$ cat config.mk
export PLATFORM = sky130hd
export DESIGN_NAME = fetch_frontend
export DESIGN_NICKNAME = d
export VERILOG_FILES = /design/src/hw/fetch_bus_pkg.sv /design/src/hw/instr_pkg.sv /design/src/hw/fetch_frontend.sv /design/src/hw/fetch_request.sv /design/src/hw/instr_assembly.sv /design/src/hw/prefetch_queue.sv
export VERILOG_INCLUDE_DIRS = /design/src /design/src/include
export SDC_FILE = /design/constraint.sdc
export NUM_CORES = 1
export LEC_CHECK = 0
export ABC_CLOCK_PERIOD_IN_PS = 8700
export BUFFER_PORTS_ARGS = -buffer_cell sky130_fd_sc_hd__buf_2
export CAP_MARGIN = 40
export CORE_ASPECT_RATIO = 1.75
export CORE_MARGIN = 10
export CORE_UTILIZATION = 45
export CTS_CLUSTER_SIZE = 28
export DETAILED_ROUTE_END_ITERATION = 6
export MAX_ROUTING_LAYER = met4
export PLACE_DENSITY = 0.69
export SLEW_MARGIN = 5
export SYNTH_ARGS = -nofsm -noshare
export SYNTH_HDL_FRONTEND = slang
export SYNTH_HIERARCHICAL = 1
export SYNTH_SLANG_ARGS = --single-unit
$ cat constraint.sdc
create_clock -name clk -period 8.7 [get_ports clk]
set_input_delay 1.74 -clock clk [delete_from_list [all_inputs] [get_ports clk]]
set_output_delay 1.74 -clock clk [all_outputs]
set_load 0.01 [all_outputs]
$ cat src/include/fetch_cfg.svh
`ifndef FETCH_CFG_SVH
`define FETCH_CFG_SVH

// sizing of the instruction fetch front end

// width of a fetch address, the bus carries word-aligned addresses only
`define FETCH_ADDR_W 32

// number of prefetch queue entries
// two is the smallest depth that keeps full throughput while decode stalls
`define FETCH_QUEUE_DEPTH 2

// upper bound on bus fetches in flight at any time
`define FETCH_MAX_PENDING 2

// address of the first fetch after reset
`define FETCH_RESET_VECTOR 32'h0000_0040

`endif

$ cat src/hw/fetch_bus_pkg.sv
`default_nettype none

`include "fetch_cfg.svh"

// types that describe the memory side of the fetch front end
package fetch_bus_pkg;

	// one fetch address, the low two bits are always zero on the bus
	typedef logic [`FETCH_ADDR_W-1:0] addr_t;

	// one data word as returned by the memory
	typedef logic [31:0] bus_word_t;

	// count of fetches in flight or still to be discarded after a jump
	// sized so that the limit itself fits
	typedef logic [$clog2(`FETCH_MAX_PENDING + 1)-1:0] pending_t;

	// source of the address phase in the current cycle, in priority order
	// req_hold keeps an address that the bus has not yet accepted
	// req_jump presents the aligned jump target
	// req_seq presents the next sequential fetch address
	// req_idle leaves the address phase empty
	typedef enum logic [1:0] {
		req_hold,
		req_jump,
		req_seq,
		req_idle
	} req_kind_e;

endpackage

`default_nettype wire

$ cat src/hw/instr_pkg.sv
`default_nettype none

`include "fetch_cfg.svh"

// types that describe the instruction side of the fetch front end
package instr_pkg;

	// one 32-bit instruction word
	// compressed instructions are not supported, so a fetched word is
	// always exactly one instruction
	typedef logic [31:0] instr_t;

	// occupancy of the prefetch queue, counting 0 up to the full depth
	typedef logic [$clog2(`FETCH_QUEUE_DEPTH + 1)-1:0] queue_level_t;

endpackage

`default_nettype wire

$ cat src/hw/fetch_frontend.sv
`timescale 1ns/1ns
`default_nettype none

module fetch_frontend (
	input  wire                             clk,
	input  wire                             rst_n,
	// fetch bus, address phase
	output fetch_bus_pkg::addr_t            mem_addr,
	output logic                            mem_addr_vld,
	input  wire                             mem_addr_rdy,
	// fetch bus, data phase, no back-pressure
	input  wire fetch_bus_pkg::bus_word_t   mem_data,
	input  wire                             mem_data_err,
	input  wire                             mem_data_vld,
	// jump request from the core
	input  wire fetch_bus_pkg::addr_t       jump_target,
	input  wire                             jump_target_vld,
	output logic                            jump_target_rdy,
	// decode side
	output instr_pkg::instr_t               cir,
	output logic                            cir_vld,
	output logic                            cir_err,
	input  wire                             cir_use
);

	// control from the fetch request logic
	logic               flush;
	logic               resp_vld;
	// queue head towards the CIR
	instr_pkg::instr_t  head_data;
	logic               head_err;
	logic               head_vld;
	logic               head_take;
	// queue occupancy back to the fetch request logic
	logic               queue_full;
	logic               queue_almost_full;

	// ----------------------------------------------------------------------
	// producer, bus requests and response filtering

	fetch_request u_fetch_request (
		.clk               (clk),
		.rst_n             (rst_n),
		.mem_addr          (mem_addr),
		.mem_addr_vld      (mem_addr_vld),
		.mem_addr_rdy      (mem_addr_rdy),
		.mem_data_vld      (mem_data_vld),
		.jump_target       (jump_target),
		.jump_target_vld   (jump_target_vld),
		.jump_target_rdy   (jump_target_rdy),
		.resp_vld          (resp_vld),
		.flush             (flush),
		.queue_full        (queue_full),
		.queue_almost_full (queue_almost_full)
	);

	// ----------------------------------------------------------------------
	// buffer, prefetch queue with bypass

	prefetch_queue u_prefetch_queue (
		.clk               (clk),
		.rst_n             (rst_n),
		.flush             (flush),
		.resp_vld          (resp_vld),
		.mem_data          (mem_data),
		.mem_data_err      (mem_data_err),
		.head_data         (head_data),
		.head_err          (head_err),
		.head_vld          (head_vld),
		.head_take         (head_take),
		.queue_full        (queue_full),
		.queue_almost_full (queue_almost_full)
	);

	// ----------------------------------------------------------------------
	// consumer, current instruction register

	instr_assembly u_instr_assembly (
		.clk       (clk),
		.rst_n     (rst_n),
		.flush     (flush),
		.head_data (head_data),
		.head_err  (head_err),
		.head_vld  (head_vld),
		.head_take (head_take),
		.cir       (cir),
		.cir_vld   (cir_vld),
		.cir_err   (cir_err),
		.cir_use   (cir_use)
	);

endmodule

`default_nettype wire

$ cat src/hw/fetch_request.sv
`timescale 1ns/1ns
`default_nettype none

`include "fetch_cfg.svh"

module fetch_request (
	input  wire                         clk,
	input  wire                         rst_n,
	// address phase of the fetch bus
	output fetch_bus_pkg::addr_t        mem_addr,
	output logic                        mem_addr_vld,
	input  wire                         mem_addr_rdy,
	// data phase strobe, only used here for tracking
	input  wire                         mem_data_vld,
	// jump request from the core
	input  wire fetch_bus_pkg::addr_t   jump_target,
	input  wire                         jump_target_vld,
	output logic                        jump_target_rdy,
	// filtered response strobe and flush pulse towards queue and CIR
	output logic                        resp_vld,
	output logic                        flush,
	// occupancy feedback from the prefetch queue
	input  wire                         queue_full,
	input  wire                         queue_almost_full
);

	fetch_bus_pkg::addr_t      fetch_addr;
	fetch_bus_pkg::addr_t      jump_addr;
	fetch_bus_pkg::req_kind_e  req_kind;
	fetch_bus_pkg::pending_t   pending_fetches;
	fetch_bus_pkg::pending_t   flush_pending;
	logic                      mem_addr_hold;
	logic                      jump_now;
	logic                      aph_accept;
	logic                      pending_full;
	logic                      fetch_stall;

	// ----------------------------------------------------------------------
	// jump acceptance

	// a held address phase must not change, so jumps wait for the bus
	assign jump_target_rdy = !mem_addr_hold;
	assign jump_now        = jump_target_vld && jump_target_rdy;

	// the queue and the CIR are emptied on the same edge that takes the jump
	assign flush = jump_now;

	// fetches are always whole words
	assign jump_addr = {jump_target[`FETCH_ADDR_W-1:2], 2'b00};

	// ----------------------------------------------------------------------
	// address phase request

	assign pending_full = pending_fetches >= fetch_bus_pkg::pending_t'(`FETCH_MAX_PENDING);

	// stall uses only registered counts, so no path runs from the bus
	// handshake back into the address phase
	assign fetch_stall = queue_full
		|| (queue_almost_full && pending_fetches != '0)
		|| pending_full;

	always_comb begin
		if (mem_addr_hold) begin
			req_kind = fetch_bus_pkg::req_hold;
		end else if (jump_target_vld && !pending_full) begin
			// a jump ignores the queue level since the queue is flushed anyway
			// it still waits while the bus limit is reached
			req_kind = fetch_bus_pkg::req_jump;
		end else if (!fetch_stall) begin
			req_kind = fetch_bus_pkg::req_seq;
		end else begin
			req_kind = fetch_bus_pkg::req_idle;
		end
	end

	always_comb begin
		case (req_kind)
			fetch_bus_pkg::req_jump: mem_addr = jump_addr;
			default:                 mem_addr = fetch_addr;
		endcase
		mem_addr_vld = req_kind != fetch_bus_pkg::req_idle;
	end

	assign aph_accept = mem_addr_vld && mem_addr_rdy;

	// fetch address runs one word ahead of whatever was last accepted
	always_ff @(posedge clk or negedge rst_n) begin
		if (!rst_n) begin
			fetch_addr <= `FETCH_RESET_VECTOR;
		end else if (jump_now) begin
			// a jump accepted by the bus straight away is already fetched
			if (aph_accept) begin
				fetch_addr <= jump_addr + fetch_bus_pkg::addr_t'(4);
			end else begin
				fetch_addr <= jump_addr;
			end
		end else if (aph_accept) begin
			fetch_addr <= fetch_addr + fetch_bus_pkg::addr_t'(4);
		end
	end

	// ----------------------------------------------------------------------
	// bus pipeline tracking

	always_ff @(posedge clk or negedge rst_n) begin
		if (!rst_n) begin
			mem_addr_hold   <= 1'b0;
			pending_fetches <= '0;
			flush_pending   <= '0;
		end else begin
			mem_addr_hold   <= mem_addr_vld && !mem_addr_rdy;
			pending_fetches <= pending_fetches
				+ fetch_bus_pkg::pending_t'(aph_accept)
				- fetch_bus_pkg::pending_t'(mem_data_vld);
			// everything still outstanding at the jump belongs to the old path
			if (jump_now) begin
				flush_pending <= pending_fetches - fetch_bus_pkg::pending_t'(mem_data_vld);
			end else if (flush_pending != '0 && mem_data_vld) begin
				flush_pending <= flush_pending - fetch_bus_pkg::pending_t'(1);
			end
		end
	end

	// responses to fetches from before a jump are dropped here
	assign resp_vld = mem_data_vld && flush_pending == '0;

endmodule

`default_nettype wire

$ cat src/hw/instr_assembly.sv
`timescale 1ns/1ns
`default_nettype none

module instr_assembly (
	input  wire                      clk,
	input  wire                      rst_n,
	input  wire                      flush,
	// head of the prefetch queue, or the bus word when it is bypassed
	input  wire instr_pkg::instr_t   head_data,
	input  wire                      head_err,
	input  wire                      head_vld,
	output logic                     head_take,
	// current instruction register as seen by decode
	output instr_pkg::instr_t        cir,
	output logic                     cir_vld,
	output logic                     cir_err,
	input  wire                      cir_use
);

	// ----------------------------------------------------------------------
	// refill condition

	// the CIR takes a new word when it is empty, or when decode
	// consumes the current one in this same cycle
	// cir_use is only raised while cir_vld is high
	assign head_take = head_vld && (!cir_vld || cir_use);

	// ----------------------------------------------------------------------
	// CIR state

	// a flush wins over a refill, the word offered in the jump cycle
	// belongs to the old path
	always_ff @(posedge clk or negedge rst_n) begin
		if (!rst_n) begin
			cir_vld <= 1'b0;
			cir_err <= 1'b0;
		end else if (flush) begin
			cir_vld <= 1'b0;
			cir_err <= 1'b0;
		end else if (head_take) begin
			cir_vld <= 1'b1;
			// a bus error travels with its word and only shows up here,
			// where decode can raise the exception
			cir_err <= head_err;
		end else if (cir_use) begin
			// consumed with nothing to replace it
			cir_vld <= 1'b0;
			cir_err <= 1'b0;
		end
	end

	// instruction word itself, only meaningful while cir_vld is set
	always_ff @(posedge clk) begin
		if (head_take) begin
			cir <= head_data;
		end
	end

endmodule

`default_nettype wire

$ cat src/hw/prefetch_queue.sv
`timescale 1ns/1ns
`default_nettype none

`include "fetch_cfg.svh"

module prefetch_queue (
	input  wire                             clk,
	input  wire                             rst_n,
	input  wire                             flush,
	// filtered bus response
	input  wire                             resp_vld,
	input  wire fetch_bus_pkg::bus_word_t   mem_data,
	input  wire                             mem_data_err,
	// head of queue towards the CIR
	output instr_pkg::instr_t               head_data,
	output logic                            head_err,
	output logic                            head_vld,
	input  wire                             head_take,
	// occupancy towards the fetch request logic
	output logic                            queue_full,
	output logic                            queue_almost_full
);

	localparam int DEPTH = `FETCH_QUEUE_DEPTH;

	// entry 0 is always the oldest word, validity is kept compact
	instr_pkg::instr_t        q_data [0:DEPTH-1];
	logic                     q_err  [0:DEPTH-1];
	logic                     q_vld  [0:DEPTH-1];
	// same entries with the incoming bus word in each free slot and above the top
	instr_pkg::instr_t        ext_data [0:DEPTH];
	logic                     ext_err  [0:DEPTH];
	logic                     ext_vld  [0:DEPTH];
	// validity of the entry below, entry 0 sees a permanent 1
	logic                     below_vld [0:DEPTH-1];
	instr_pkg::queue_level_t  level;
	logic                     q_empty;
	logic                     push;
	logic                     pop;

	always_comb begin
		level = '0;
		for (int i = 0; i < DEPTH; i++) begin
			ext_data[i] = q_vld[i] ? q_data[i] : mem_data;
			ext_err[i]  = q_vld[i] ? q_err[i] : mem_data_err;
			ext_vld[i]  = q_vld[i];
			if (q_vld[i]) begin
				level = level + instr_pkg::queue_level_t'(1);
			end
		end
		ext_data[DEPTH] = mem_data;
		ext_err[DEPTH]  = mem_data_err;
		ext_vld[DEPTH]  = 1'b0;
		below_vld[0] = 1'b1;
		for (int i = 1; i < DEPTH; i++) begin
			below_vld[i] = q_vld[i-1];
		end
	end

	assign q_empty           = !q_vld[0];
	assign queue_full        = level == instr_pkg::queue_level_t'(DEPTH);
	assign queue_almost_full = level >= instr_pkg::queue_level_t'(DEPTH - 1);

	// ----------------------------------------------------------------------
	// head and bypass

	// with nothing buffered, bus data goes straight on to the CIR
	assign head_vld  = q_vld[0] || resp_vld;
	assign head_data = q_empty ? mem_data : q_data[0];
	assign head_err  = q_empty ? mem_data_err : q_err[0];

	assign pop  = head_take && !q_empty;
	// a response taken through the bypass is not written as well
	assign push = resp_vld && !(head_take && q_empty);

	// ----------------------------------------------------------------------
	// shifting storage

	// on a pop every entry moves down one, the free slot takes the new word
	always_ff @(posedge clk) begin
		for (int i = 0; i < DEPTH; i++) begin
			if (pop || (push && !q_vld[i])) begin
				q_data[i] <= ext_data[i+1];
				q_err[i]  <= ext_err[i+1];
			end
		end
	end

	always_ff @(posedge clk or negedge rst_n) begin
		if (!rst_n) begin
			for (int i = 0; i < DEPTH; i++) begin
				q_vld[i] <= 1'b0;
			end
		end else begin
			for (int i = 0; i < DEPTH; i++) begin
				if (flush) begin
					q_vld[i] <= 1'b0;
				end else if (ext_vld[i+1] && pop) begin
					q_vld[i] <= 1'b1;
				end else if (q_vld[i] && pop) begin
					// the top entry refills only when a word arrives together
					q_vld[i] <= push;
				end else if (!q_vld[i]) begin
					q_vld[i] <= push && !pop && below_vld[i];
				end
			end
		end
	end

endmodule

`default_nettype wire

==> flow_metrics.tcl <==
set metrics [dict create \
    critical_path.cell_chain "buf_2, nand2_1, buf_4, nor2_2, buf_4, mux2_2, buf_2" \
    wirelength_um 17600 \
    drt_pass1_iterations 4 \
    dieWidth_um 115 \
    synth_top_flop_cell "sky130_fd_sc_hd__edfxtp_1" \
    share_of_layout_cells_above_drive_strength_1_pct 43.1 \
    drt_iter0_markers 188 \
    synth-edff-count 98 \
    synth.distinct_cells 56 \
    ctsRootBufferMaster "sky130_fd_sc_hd__clkbuf_16" \
    place.detailed.instances 841 \
    static-leakage-power_nw 3.24 \
    floorplan.io_pins 139 \
    start_util_pct 45.4 \
    fp-row-count 61 \
    seq_area_frac_synth_pct 54.6 \
    clock_tree.htree_level_count 4 \
    setup_repair_after_global_routing_missed_its_margin "no" \
    synthDominantCellAreaShare_pct 41.0 \
    final_core_utilization_pct 55.0 \
    route.detailed.vias_per_inst 5.62 \
    worst_r2r_startpoint "u_fetch_request/flush_pending[0]" \
    grt_antenna_before_repair 1 \
    cts_hold_buf 0 \
    cts.reportedPaths.clkPinSlew_ns 0.06 \
    grt_util_all_layers_pct 17.0 \
    yosys.area.top_type "sky130_fd_sc_hd__edfxtp_1" \
    type_of_the_most_critical_hold_path "reg2reg" \
    place.gp.congestion 0.923 \
    drc 0 \
    worst-endpoint-required_ns 6.96 \
    coreArea_um2 15800 \
    final.hold.worst_slack_ns 0.545 \
    worstSetupEndpointType "output port" \
    die_h_um 187 \
    final-setup-viol-count 0 \
    vdd_ir_drop_max_uv 189 \
    cells_after_synth 535 \
    netlist_area_um2 7180 \
    final_max_slew_viol_count 0 \
    filler_cell_count 1343 \
    cts_tree "yes" \
    synth_seq_cells 137 \
    timing.hold.worst.start "u_prefetch_queue/q_data[0][42]" \
    design.die.area_um2 21600 \
    drt.antenna.violating_nets 0 \
    clkSinkCount 137 \
    cts_resized 0 \
    gr-total-overflow 0 \
    layout.cells.most_common "sky130_fd_sc_hd__buf_2" \
    worst_ep_arrival_time_ns 3.19 \
    mostFrequentLayoutCells "134 x sky130_fd_sc_hd__buf_2, 98 x sky130_fd_sc_hd__edfxtp_1, 92 x sky130_fd_sc_hd__mux2_2, 53 x sky130_fd_sc_hd__xnor2_1, 36 x sky130_fd_sc_hd__dfrtp_1" \
    maxSlewHeadroom_pct 42.3 \
    fmax_ghz 0.203 \
    path_delay_family "buffers and inverters" \
    finalNonFillerCells 874 \
    numCtsBuffers 17 \
    critical-path-slowest-cell "sky130_fd_sc_hd__mux2_2" \
    post-dp-hpwl_um 13000 \
    synth.area.top_cells "sky130_fd_sc_hd__edfxtp_1 41%, sky130_fd_sc_hd__mux2_2 14%, sky130_fd_sc_hd__dfrtp_1 13%" \
    critPathBufInv 4 \
    max_cap_violations 0 \
    worst-setup-path-type "in2out" \
    overall_via_count_from_detail_route 4911 \
    clock-skew-final_ns 0.0129 \
    setup_tns_ns 0 \
    maximum_count_of_clock_buffers_along_a_single_path 2 \
    power_density_nw_per_um2 318 \
    fin_crit_ns 4.93 \
    worst_slew_pin_slew_ns 0.865 \
    finalHoldViolCount 0 \
    syn_avg_cell_area_um2 13.4 \
    number_of_global_route_vias_before_repair 5546 \
    routedWlPerCell_um 20.1 \
    synth.yosys.warnings 6 \
    async_reset_ff_share_pct 28.5 \
    postCtsSetupBuffers 0 \
    outcome "completed" \
    finish.net_count 748 \
    synthToLayoutAreaGrowth_pct 21.1 \
    grt_start_max_net_pins 37 \
    period_share_pct 56.7 \
    io_buffers 134 \
    startpoint_type "input port" \
    cp-startpoint "jump_target_vld" \
    worst-path-max-fanout 30 \
    clock_latency_on_the_worst_skew_pair_ns 0.41 \
    cp_slowest_stage_delay_ns 0.39 \
    first_pass_grt_wire_length_um 28400 \
]
## layout make-up
| type | instances | area (µm²) | share of cell area [%] |
|---|---|---|---|
| Clock inverter | 15 | 156 | 1.80 |
| Clock buffer | 17 | 425 | 4.89 |
| Sequential cell | 137 | 3920 | 45.1 |
| Timing Repair Buffer | 143 | 843 | 9.70 |
| Tap cell | 189 | 236 | 2.72 |
| Multi-Input combinational cell | 358 | 3060 | 35.1 |
| Inverter | 14 | 55.1 | 0.633 |
| Antenna cell | 1 | 2.50 | 0.0288 |
## metal layers
layer | part of all wire (%) | GRT usage (%) | up-vias
met4 | 4.3 | 8.81 | 0
met2 | 51 | 28.6 | 175
li1 | - | - | 2292
met3 | 4.6 | 3.24 | 42
met5 | 0 | - | -
met1 | 40 | 18.3 | 2402
## power by group
part / internal (mW) / switching [mW]
Sequential: 0.956 / 0.151
Clock: 0.404 / 0.299
Combinational: 0.445 / 0.514
Total: 1.80 / 0.964
## cells by family (layout without fill, tap and decap cells)
family / Yosys count / after routing / share of synthesized area, %
AO/OA/AOI/OAI: 24 / 24 / 2.53
multiplexers: 122 / 122 / 19.0
flip-flops: 137 / 137 / 54.6
AND/OR/NAND/NOR: 148 / 148 / 12.7
XOR/XNOR: 56 / 56 / 6.83
other: 1 / 3 / 0.0522
buffers and inverters: 41 / 189 / 3.31
adder cells (fa/ha/maj): 6 / 6 / 1.05
## final timing paths
path / end / slack (ns) / cells after the start
hold / removal: u_prefetch_queue/q_data[0][10] / 0.54 / 1
setup / recovery: mem_addr[16] / 3.77 / 7
setup reg to reg: u_prefetch_queue/q_data[0][24] / 5.67 / 8
hold reg to reg: u_prefetch_queue/q_data[0][10] / 0.54 / 1
min in group asynchronous: u_fetch_request/fetch_addr[18] / 1.18 / 1
max in group asynchronous: u_fetch_request/fetch_addr[6] / 7.00 / 2
## synthesized netlist by cell type (6+ instances only)
library cell / count
sky130_fd_sc_hd__edfxtp_1: 98
sky130_fd_sc_hd__mux2_2: 92
sky130_fd_sc_hd__xnor2_1: 53
sky130_fd_sc_hd__dfrtp_1: 38
sky130_fd_sc_hd__nand2_1: 29
sky130_fd_sc_hd__mux2i_1: 25
sky130_fd_sc_hd__nor3_1: 18
sky130_fd_sc_hd__nor4_1: 18
sky130_fd_sc_hd__nand3_1: 17
sky130_fd_sc_hd__nor2_1: 13
sky130_fd_sc_hd__and4_1: 12
sky130_fd_sc_hd__nand4_1: 12
sky130_fd_sc_hd__inv_1: 11
sky130_fd_sc_hd__buf_6: 6
sky130_fd_sc_hd__ha_1: 6
## sequential cells by signal, indices dropped and copies added, names as in the netlist
register                         count
u_prefetch_queue/q_data             64
u_instr_assembly/cir                32
u_fetch_request/fetch_addr          30
u_fetch_request/flush_pending        2
u_fetch_request/pending_fetches      2
u_prefetch_queue/q_err               2
u_fetch_request/mem_addr_hold        1
u_instr_assembly/cir_err             1
u_instr_assembly/cir_vld             1
u_prefetch_queue/below_vld           1
u_prefetch_queue/ext_vld             1
## metrics by stage
| step | total power [mW] | setup WS [ns] | cell area [µm²] |
|---|---|---|---|
| CTS | 2.81 | 3.78 | 8690 |
| global route | 2.93 | 3.69 | 8700 |
| floorplan | 1.74 | 3.03 | 7180 |
| finish | 2.77 | 3.77 | 8700 |
| detailed placement | 2.09 | 3.78 | 8110 |
| global placement | 2.01 | 3.81 | 7960 |
Note: power is estimated with default switching activity, not from simulation.
